**src/hdl/mp_config.svh**
```systemverilog
`ifndef MP_CONFIG_SVH
`define MP_CONFIG_SVH

// signal length in samples
`define MP_M 4

// number of atoms in the dictionary
`define MP_N 8

// matching pursuit iterations per run
`define MP_K 2

// fraction bits of the fixed-point format
`define MP_Q 16

// width of one sample word
`define MP_SAMPLE_W 32

`endif

```
**src/hdl/mp_fixed_pkg.sv**
```systemverilog
`include "mp_config.svh"

package mp_fixed_pkg;

    // signed fixed point, MP_Q fraction bits
    typedef logic signed [`MP_SAMPLE_W-1:0] sample_t;
    // full-precision products and sums
    typedef logic signed [2*`MP_SAMPLE_W-1:0] acc_t;

    typedef logic [$clog2(`MP_M)-1:0] elem_idx_t;
    typedef logic [$clog2(`MP_N)-1:0] atom_idx_t;
    typedef logic [$clog2(`MP_N*`MP_M)-1:0] dict_addr_t;
    typedef logic [$clog2(`MP_K+1)-1:0] iter_idx_t;

    // atom n, element i is stored at n*M+i
    function automatic dict_addr_t dict_addr(atom_idx_t atom, elem_idx_t elem);
        return dict_addr_t'(atom) * dict_addr_t'(`MP_M) + dict_addr_t'(elem);
    endfunction

    // drop the extra fraction bits of a product back to one sample
    function automatic sample_t fx_scale(acc_t value);
        return sample_t'(value >>> `MP_Q);
    endfunction

endpackage

```
**src/hdl/mp_stage_pkg.sv**
```systemverilog
package mp_stage_pkg;

    import mp_fixed_pkg::*;

    // one inner product per atom, last marks the end of the sweep
    typedef struct packed {
        logic      valid;
        atom_idx_t atom;
        sample_t   value;
        logic      last;
    } product_t;

    // signed product of the winning atom
    typedef struct packed {
        logic      valid;
        atom_idx_t location;
        sample_t   value;
    } winner_t;

    typedef struct packed {
        logic      en;
        elem_idx_t addr;
        sample_t   data;
    } sample_wr_t;

    // address is wide enough for either bank
    typedef struct packed {
        logic       valid;
        dict_addr_t addr;
    } sample_rd_t;

    typedef enum logic {SEQ_IDLE, SEQ_RUN} seq_state_t;
    typedef enum logic [1:0] {CORR_IDLE, CORR_READ, CORR_DRAIN} corr_state_t;
    typedef enum logic [1:0] {UPD_IDLE, UPD_READ, UPD_FLUSH, UPD_FINISH} upd_state_t;

endpackage

```
**src/hdl/mp_sequencer.sv**
```systemverilog
`timescale 1ns/1ps
`include "mp_config.svh"

module mp_sequencer
    import mp_fixed_pkg::*;
    import mp_stage_pkg::*;
(
    input  logic clock,
    input  logic reset_n,
    input  logic start,
    input  logic iter_done,
    output logic iter_start,
    output logic busy,
    output logic done
);

    seq_state_t state;
    iter_idx_t  iter_cnt;

    // busy follows the state so it rises the cycle after start
    assign busy = (state == SEQ_RUN);

    always_ff @(posedge clock) begin
        if (!reset_n) begin
            state      <= SEQ_IDLE;
            iter_cnt   <= '0;
            iter_start <= 1'b0;
            done       <= 1'b0;
        end else begin
            iter_start <= 1'b0;
            done       <= 1'b0;
            case (state)
                SEQ_IDLE: begin
                    if (start) begin
                        state      <= SEQ_RUN;
                        iter_cnt   <= '0;
                        iter_start <= 1'b1;
                    end
                end
                SEQ_RUN: begin
                    if (iter_done) begin
                        if (iter_cnt == iter_idx_t'(`MP_K - 1)) begin
                            // last iteration finished, busy drops with done
                            state <= SEQ_IDLE;
                            done  <= 1'b1;
                        end else begin
                            iter_cnt   <= iter_cnt + iter_idx_t'(1);
                            iter_start <= 1'b1;
                        end
                    end
                end
                default: begin
                    state <= SEQ_IDLE;
                end
            endcase
        end
    end

endmodule

```
**config.mk**
```make
export PLATFORM = sky130hd
export DESIGN_NAME = mp_sequencer
export DESIGN_NICKNAME = d
export VERILOG_FILES = /design/src/hdl/mp_fixed_pkg.sv /design/src/hdl/mp_stage_pkg.sv /design/src/hdl/mp_sequencer.sv
export VERILOG_INCLUDE_DIRS = /design/src /design/src/hdl
export SDC_FILE = /design/constraint.sdc
export NUM_CORES = 1
export LEC_CHECK = 0
export BUFFER_PORTS_ARGS = -buffer_cell sky130_fd_sc_hd__buf_2
export CAP_MARGIN = 25
export CORE_AREA = 5 5 42 44
export DETAILED_ROUTE_END_ITERATION = 8
export DIE_AREA = 0 0 47 49
export SKIP_CTS_REPAIR_TIMING = 1
export SYNTH_ARGS = -nofsm -noshare
export SYNTH_HDL_FRONTEND = slang
export SYNTH_SLANG_ARGS = --single-unit
```
**constraint.sdc**
```tcl
create_clock -name clock -period 1.2 [get_ports clock]
set_input_delay 0.36 -clock clock [delete_from_list [all_inputs] [get_ports clock]]
set_output_delay 0.36 -clock clock [all_outputs]
set_load 0.02 [all_outputs]
```
==> impl_metrics.csv, run 1 <==
group,metric,value,unit
status,status,"complete, no violations",
finish,nets,37,
global_route,vias_in_the_first_global_route,164,
global_route,overflow,0,
place,gp_congestion,0.6404,
logic_synthesis,synth_sequential_area_ratio,49.69,%
detailed_routing,route.final.wire_length,409,um
sta,finalSetupTns,0,ns
min_path,hold_class,"in -> reg",
die,fp.dieArea,2303,um^2
sta,hold_viol,0,
logic_synthesis,post_synth_main_area_contributors,"sky130_fd_sc_hd__dfxtp_1 (50%), sky130_fd_sc_hd__inv_1 (7.5%), sky130_fd_sc_hd__a211oi_2 (6.2%)",
die,die_width,47,um
detailed_routing,vias,173,
run,maxCapViolations,0,
place,place_hpwl,316.3,um
sta,relSlewSlack,86.26,%
die,die_height,49,um
setup_path,timing.critical_path.slowest_cell_delay,0.37,ns
detailed_routing,detailedRoute.firstIterationViolations,1,
die,boundaryPins,7,
clocking,worst_setup_hold_path_clk_slew,0.04,ns
place,place_ws,0.1519,ns
setup_path,critical_path_arrival,0.79,ns
clocking,root_buffer,"sky130_fd_sc_hd__clkbuf_4",
place,placed_area,251.5,um^2
global_route,antenna_violations_before_repair,0,
finish,layout.area.seq,101.3,um^2
global_route,global_route.usage.total,4.440,%
sta,grt_setup_unrepaired,"false",
logic_synthesis,syn_area_per_cell,9.593,um^2
finish,drive_above_1_share,38.71,%
sta,timing.fmax,0.8661,GHz
sta,post-route-worst-setup-slack,0.04543,ns
clocking,cts-root-to-sink-buffers,2,
finish,area_growth_syn_to_layout,38.51,%
finish,layout.filler_cells,162,
clocking,clock_insertion_delay_worst_skew,0.24,ns
finish,final_area,279.0,um^2
logic_synthesis,ys_warn_count,0,
logic_synthesis,syn_nets,26,
place,placement.io_buffers,6,
sta,whs,0.3527,ns
detailed_routing,detail_route.first_pass.iterations,2,
sta,timing_worst_slew_pin_value,0.2055,ns
sta,setup_skew,0.002647,ns
setup_path,timing.critical_path.max_delay_family,"flip-flops",
setup_path,timing.critical_path.slowest_stage_cell,"sky130_fd_sc_hd__dfxtp_2",
power_and_ir_drop,max-vdd-ir-drop,0.4038,mV
finish,multi_input_area,86.33,um^2
setup_path,worst-path-buf-inv,1,
setup_path,startpoint_type,"register",
setup_path,criticalPathCategory,"reg -> out",
power_and_ir_drop,power_leakage,0.1186,nW
sta,drv_slew,0,
setup_path,critical_path_peak_fanout,7,
logic_synthesis,synth.top_cell.area_share,49.69,%
global_route,grt_first_pass_wirelength,614,um
finish,num_antenna_cells,0,
setup_path,crit_required,0.84,ns
die,row_count,14,
sta,clock_period_minus_worst_slack,1.155,ns
logic_synthesis,synth_cell_type_count,12,
detailed_routing,drc,0,
setup_path,worstPathCellList,"buf_2",
power_and_ir_drop,cellPowerDensity,1521,nW/um^2
global_route,grt_max_degree,8,
logic_synthesis,postSynthRegisterBits,5,
setup_path,critPathCaptureType,"output pin",
clocking,htree_num_levels,1,
logic_synthesis,netlist.top_cell.by_area,"sky130_fd_sc_hd__dfxtp_1",
sta,post-route-period-util,96.21,%
logic_synthesis,instance_count_of_the_mapped_netlist,21,
detailed_routing,post_drt_wl_per_cell,8.702,um
detailed_routing,detail-route-antenna-nets,0,
clocking,cts_buffers,3,
die,initial_core_util,14.37,%
detailed_routing,viasPerCell,3.681,
logic_synthesis,syn_area,201.4,um^2
clocking,clock_tree_from_tritoncts,"yes",
die,core,1401,um^2
clocking,sink_count,5,
sta,final_setup_violation_count,0,
## stage by stage
stage,utilization (%),cells,power (mW)
after CTS,19.82,47,0.4361
after global routing,19.91,47,0.4530
after detailed placement,17.95,43,0.2336
after global placement,17.95,43,0.2321
final,19.91,47,0.4244
after floorplan,-,21,0.2154
## cell usage in the layout, fill, tap and decap left out, types with 2 or more instances in the layout
cell type                  n
sky130_fd_sc_hd__inv_1     4
sky130_fd_sc_hd__clkbuf_4  3
sky130_fd_sc_hd__dfxtp_1   4
sky130_fd_sc_hd__nand2_1   2
sky130_fd_sc_hd__a31oi_1   2
sky130_fd_sc_hd__buf_2     6
## sequential cells by signal, summed over array words and instances, names as in the netlist
signal      flops
iter_cnt        2
busy            1
done            1
iter_start      1
## logic make-up after synthesis
| family | after synthesis | share of synthesized area (%) |
|---|---|---|
| AO/OA/AOI/OAI | 6 | 25.46 |
| adder cells (fa/ha/maj) | 1 | 6.210 |
| buffers and inverters | 4 | 7.451 |
| flip-flops | 5 | 49.69 |
| AND/OR/NAND/NOR | 5 | 11.18 |
## worst paths after layout
path	from	end	slack, ns	depth (start not counted)
min reg2reg	iter_cnt[1]	iter_cnt[1]	0.46	2
max	busy	busy	0.05	1
min	iter_done	busy	0.35	2
max reg2reg	iter_cnt[0]	iter_cnt[0]	0.13	4
## where the power goes
| group | leakage, nW | internal (mW) | total [mW] | switching, mW |
|---|---|---|---|---|
| clock | 0.0150 | 0.126 | 0.194 | 0.0679 |
| sequential | 0.0412 | 0.176 | 0.183 | 0.00729 |
| combinational | 0.0624 | 0.0202 | 0.0478 | 0.0276 |
## cells in the mapped netlist
library cell and count:
sky130_fd_sc_hd__nand2_1 2, sky130_fd_sc_hd__o32ai_1 1, sky130_fd_sc_hd__o21ai_0 1, sky130_fd_sc_hd__a31oi_1 2, sky130_fd_sc_hd__ha_1 1, sky130_fd_sc_hd__dfxtp_1 5, sky130_fd_sc_hd__nor2_1 1, sky130_fd_sc_hd__inv_1 4
sky130_fd_sc_hd__nand3_1 1, sky130_fd_sc_hd__o22ai_2 1, sky130_fd_sc_hd__and2_1 1, sky130_fd_sc_hd__a211oi_2 1
## cell type report
type	instances	share of cell area, %
Multi-Input combinational cell	12	30.94
Timing Repair Buffer	6	10.76
Inverter	4	5.381
Tap cell	16	7.175
Clock buffer	4	9.417
Sequential cell	5	36.32
## layer usage
metal / share of wire [%] / track usage (%) / up-vias
met2: 42 / 5.656 / 8
met3: 20 / 7.011 / 0
li1: - / - / 92
met1: 38 / 3.524 / 73
met4: 0 / 1.382 / 0
met5: 0 / 0 / -
(Power assumes the default switching activity.)
==> run 2: changes to the inputs <==
--- a/config.mk
+++ b/config.mk
@@ -9,6 +9,7 @@
 export BUFFER_PORTS_ARGS = -buffer_cell sky130_fd_sc_hd__buf_2
 export CAP_MARGIN = 25
 export CORE_AREA = 5 5 42 44
+export CTS_CLUSTER_DIAMETER = 120
 export DETAILED_ROUTE_END_ITERATION = 8
 export DIE_AREA = 0 0 47 49
 export SKIP_CTS_REPAIR_TIMING = 1
==> constraint.sdc (replaced) <==
create_clock -name clock -period 1.35 [get_ports clock]
set_input_delay 0.405 -clock clock [delete_from_list [all_inputs] [get_ports clock]]
set_output_delay 0.405 -clock clock [all_outputs]
set_load 0.02 [all_outputs]
==> run 2 against run 1 <==
Net effect: cell area decreased by 0.45%; worst hold slack improved by 0.043 ns; critical endpoint unchanged; via count decreased by 1.7%; critical path type unchanged.
==> impl_metrics.csv, run 2 (same netlist as run 1, synthesis figures left out) <==
group,metric,value,unit
place,place_ws,0.2842,ns
sta,timing.fmax,0.7785,GHz
global_route,met3_usage,5.535,%
sta,setup_skew,0.002716,ns
place,gp_congestion,0.6166,
finish,drive_above_1_share,35.48,%
detailed_routing,route.final.wire_length,422,um
clocking,sink_count,5,
die,boundaryPins,7,
finish,top_register,"iter_cnt",
finish,nets,37,
global_route,gr-usage-met2,5.204,%
setup_path,critPathCaptureType,"output pin",
min_path,hold_class,"in -> reg",
global_route,grt_max_degree,8,
global_route,overflow,0,
detailed_routing,detail-route-antenna-nets,0,
power_and_ir_drop,power_leakage,0.1184,nW
detailed_routing,vias,170,
finish,commonest_non_fill_non_tap_cell_in_the_layout,"sky130_fd_sc_hd__buf_2",
place,placedCellCount,43,
status,status,"complete, no violations",
setup_path,worst-path-buf-inv,1,
global_route,vias_in_the_first_global_route,165,
global_route,grt_first_pass_wirelength,621,um
finish,area_growth_syn_to_layout,37.89,%
run,maxCapViolations,0,
die,core,1401,um^2
global_route,antenna_violations_before_repair,0,
detailed_routing,detail_route.first_pass.iterations,2,
setup_path,worstPathCellList,"buf_2",
sta,post-route-worst-setup-slack,0.06546,ns
setup_path,startpoint_type,"register",
die,initial_core_util,14.37,%
detailed_routing,post_drt_wl_per_cell,8.979,um
finish,finalNonFillerCells,47,
sta,hold_viol,0,
setup_path,criticalPathCategory,"reg -> out",
setup_path,timing.critical_path.max_delay_family,"flip-flops",
clocking,cts-root-to-sink-buffers,2,
clocking,cts_buffers,3,
finish,final_cell_mix,"sky130_fd_sc_hd__buf_2 (6), sky130_fd_sc_hd__dfxtp_1 (5), sky130_fd_sc_hd__inv_1 (4)",
clocking,clock_tree_from_tritoncts,"yes",
detailed_routing,drc,0,
finish,num_antenna_cells,0,
clocking,worst_setup_hold_path_clk_slew,0.04,ns
die,fp.dieArea,2303,um^2
detailed_routing,detailedRoute.firstIterationViolations,1,
sta,timing_worst_slew_pin_value,0.2183,ns
finish,final_area,277.8,um^2
sta,whs,0.3953,ns
setup_path,critical_path_peak_fanout,7,
global_route,global_route.usage.total,4.164,%
die,row_count,14,
global_route,busiest_layer,"met3",
sta,finalSetupTns,0,ns
place,place_hpwl,318.2,um
clocking,root_buffer,"sky130_fd_sc_hd__clkbuf_4",
finish,largest_register_ffs,2,
clocking,clock_insertion_delay_worst_skew,0.24,ns
sta,post-route-period-util,95.15,%
setup_path,timing.critical_path.slowest_stage_cell,"sky130_fd_sc_hd__dfxtp_1",
die,die_height,49,um
sta,relSlewSlack,85.43,%
setup_path,crit_required,0.95,ns
die,die_width,47,um
sta,final_setup_violation_count,0,
finish,final_util,19.82,%
setup_path,critical_path_arrival,0.88,ns
sta,clock_period_minus_worst_slack,1.285,ns
place,placement.io_buffers,6,
clocking,htree_num_levels,1,
sta,drv_slew,0,
sta,grt_setup_unrepaired,"false",
power_and_ir_drop,max-vdd-ir-drop,0.5311,mV
setup_path,timing.critical_path.slowest_cell_delay,0.43,ns
global_route,grt_util_met1,3.982,%
power_and_ir_drop,power,0.3767,mW
power_and_ir_drop,cellPowerDensity,1356,nW/um^2
detailed_routing,viasPerCell,3.617,
place,placed_area,251.5,um^2
-- run 2: cell counts in the layout (fill, tap and decap cells not counted) --
No cell type changed its count.
-- run 2: worst register-to-register path, delay by kind of cell (launching register included) --
kind	cells	cell delay, ns
buf+inv	1	0.08
fa+ha+maj	1	0.25
flops	1	0.37
compound gates	2	0.27
-- run 2: worst paths after layout --
| check | depth (start not counted) | start | end | slack [ns] |
|---|---|---|---|---|
| max | 1 | busy | busy | 0.07 |
| min | 2 | iter_done | busy | 0.40 |
| max reg2reg | 4 | iter_cnt[0] | iter_cnt[0] | 0.27 |
| min reg2reg | 2 | iter_cnt[1] | iter_cnt[1] | 0.47 |
-- run 2: final cells by class --
class                      count  area [um^2]
clock buffer                   4        26.28
fill                         168         1124
inverter                       4        15.01
multi-input combinational     12        86.33
sequential                     5        100.1
tap                           16        20.02
timing repair buffer           6        30.03
-- run 2: report_power, final --
group | switching [mW] | total (mW) | internal (mW) | leakage [nW]
sequential | 0.00666 | 0.162 | 0.156 | 0.0410
clock | 0.0599 | 0.172 | 0.112 | 0.0150
combinational | 0.0249 | 0.0427 | 0.0178 | 0.0624
-- run 2: metal layers --
metal	wire length [um]	up-vias
met4	0	0
met1	212	73
met2	163	5
li1	-	92
met3	46	0
met5	0	-
==> run 3: changes to the inputs <==
--- a/config.mk
+++ b/config.mk
@@ -12,6 +12,7 @@
 export CTS_CLUSTER_DIAMETER = 120
 export DETAILED_ROUTE_END_ITERATION = 8
 export DIE_AREA = 0 0 47 49
+export RECOVER_POWER = 50
 export SKIP_CTS_REPAIR_TIMING = 1
 export SYNTH_ARGS = -nofsm -noshare
 export SYNTH_HDL_FRONTEND = slang
==> run 3 against run 2 <==
Net effect: final cell count unchanged; sequential power about the same; wire length decreased by 2.1%; first-iteration DRC count unchanged; clock power hardly changed; die area unchanged; cell area is 2.3% lower; flip-flop and latch count stayed put; setup slack improved by 0.026 ns; sequential share of layout area increased by 0.83 points; combinational power decreased by 5.4%; critical endpoint unchanged.
==> impl_metrics.csv, run 3 (same netlist as run 1, synthesis figures left out) <==
group,metric,value,unit
status,status,"complete, no violations",
power_and_ir_drop,seq_power_share,43.3,%
global_route,global_route.usage.total,4.164,%
sta,timing_worst_slew_pin_value,0.3276,ns
clocking,worst_setup_hold_path_clk_slew,0.04,ns
clocking,cts_buffers,3,
die,die_height,49,um
setup_path,worst-path-buf-inv,1,
global_route,overflow,0,
finish,final_cell_mix,"sky130_fd_sc_hd__buf_2 (6), sky130_fd_sc_hd__dfxtp_1 (5), sky130_fd_sc_hd__inv_1 (4)",
sta,clock_period_minus_worst_slack,1.259,ns
place,place_ws,0.2842,ns
clocking,clock_tree_from_tritoncts,"yes",
die,row_count,14,
sta,post-route-worst-setup-slack,0.09099,ns
setup_path,critical_path_peak_fanout,7,
setup_path,critPathCaptureType,"output pin",
run,maxCapViolations,0,
finish,finalNonFillerCells,47,
power_and_ir_drop,netSwitchingFraction,24.14,%
setup_path,timing.critical_path.max_delay_family,"flip-flops",
global_route,vias_in_the_first_global_route,165,
min_path,min_path_cells,2,
power_and_ir_drop,power_frac_clock,45.9,%
global_route,antenna_violations_before_repair,0,
setup_path,setup_slack_of_the_most_critical_reg_to_reg_path,0.20,ns
finish,drive_above_1_share,32.26,%
detailed_routing,drc,0,
die,die_width,47,um
min_path,worstHoldEndpoint,"busy",
finish,num_antenna_cells,0,
min_path,hold_class,"in -> reg",
sta,setup_skew,0.002851,ns
setup_path,timing.critical_path.slowest_cell_delay,0.41,ns
detailed_routing,detail-route-antenna-nets,0,
clocking,htree_num_levels,1,
power_and_ir_drop,power_leakage,0.1153,nW
power_and_ir_drop,max-vdd-ir-drop,0.5310,mV
die,initial_core_util,14.37,%
clocking,cts-root-to-sink-buffers,2,
setup_path,timing.critical_path.slowest_stage_cell,"sky130_fd_sc_hd__dfxtp_1",
die,boundaryPins,7,
place,gp_congestion,0.6166,
sta,relSlewSlack,78.16,%
setup_path,startpoint_type,"register",
clocking,clock_insertion_delay_worst_skew,0.24,ns
global_route,grt_first_pass_wirelength,621,um
detailed_routing,viasPerCell,3.596,
global_route,grt_max_degree,8,
finish,nets,37,
finish,largest_register_ffs,2,
sta,finalSetupTns,0,ns
power_and_ir_drop,internal_power,0.2837,mW
sta,hold_viol,0,
setup_path,r2r-end,"iter_cnt[1]",
place,placedCellCount,43,
power_and_ir_drop,power,0.3739,mW
detailed_routing,route.final.wire_length,413,um
setup_path,crit_required,0.95,ns
die,core,1401,um^2
setup_path,rr_startpoint,"iter_cnt[1]",
finish,top_register,"iter_cnt",
min_path,min_from,"iter_done",
setup_path,timing.reg2reg.worst_path_depth,4,
setup_path,worst_setup_path_startpoint,"busy",
clocking,sink_count,5,
setup_path,criticalPathCategory,"reg -> out",
sta,post-route-period-util,93.26,%
sta,final_setup_violation_count,0,
sta,grt_setup_unrepaired,"false",
power_and_ir_drop,comb_power_share,10.8,%
place,placement.io_buffers,6,
detailed_routing,vias,169,
finish,commonest_non_fill_non_tap_cell_in_the_layout,"sky130_fd_sc_hd__buf_2",
setup_path,critical_path_arrival,0.85,ns
clocking,root_buffer,"sky130_fd_sc_hd__clkbuf_4",
finish,final_util,19.38,%
setup_path,worstPathCellList,"buf_2",
sta,drv_slew,0,
die,fp.dieArea,2303,um^2
place,place_hpwl,318.2,um
detailed_routing,post_drt_wl_per_cell,8.787,um
detailed_routing,detailedRoute.firstIterationViolations,1,
power_and_ir_drop,cellPowerDensity,1377,nW/um^2
detailed_routing,detail_route.first_pass.iterations,2,
finish,area_growth_syn_to_layout,34.78,%
power_and_ir_drop,net-switching-power,0.09027,mW
sta,timing.fmax,0.7943,GHz
-- run 3: changes by cell type in the layout (fill, tap and decap cells not counted) --
cell,previous run,this run
sky130_fd_sc_hd__o22ai_1,0,1
sky130_fd_sc_hd__o22ai_2,1,0
-- run 3: power groups by stage --
stage | clock network, mW | registers, mW | logic [mW]
2_1_floorplan | 0 | 0.170 | 0.0214
3_3_place_gp | 0 | 0.164 | 0.0419
3_5_place_dp | 0 | 0.165 | 0.0432
4_1_cts | 0.181 | 0.162 | 0.0434
5_1_grt | 0.194 | 0.162 | 0.0456
6_report | 0.172 | 0.162 | 0.0404
-- run 3: stage by stage --
step,hold slack [ns],instance area [um^2]
2_1_floorplan,0.4388,201.4
3_3_place_gp,0.4517,251.5
3_5_place_dp,0.4643,251.5
4_1_cts,0.3903,277.8
5_1_grt,0.3915,271.5
6_report,0.3953,271.5
-- run 3: per-layer routing --
metal	wire, um	global-route usage (%)	up-vias	share of wire (%)
met2	162	5.204	5	39
met1	205	3.982	72	50
li1	-	-	92	-
met3	46	5.535	0	11
met4	0	1.382	0	0
met5	0	0	-	0
-- run 3: cell type report --
| cell class | count | area, um^2 |
|---|---|---|
| fillers | 170 | 1130 |
| flip-flops and latches | 5 | 100.1 |
| multi-input cells | 12 | 80.08 |
| repair buffers | 6 | 30.03 |
| clock buffers | 4 | 26.28 |
| well taps | 16 | 20.02 |
| inverters | 4 | 15.01 |
-- run 3: worst max path at each step --
stage / to / slack (ns) / cells after the start
6_report: busy / 0.09 / 1
5_1_grt: busy / 0.05 / 1
4_1_cts: busy / 0.06 / 1
3_5_place_dp: iter_cnt[0] / 0.28 / 4
3_3_place_gp: iter_cnt[0] / 0.30 / 4
2_1_floorplan: iter_cnt[0] / 0.37 / 4
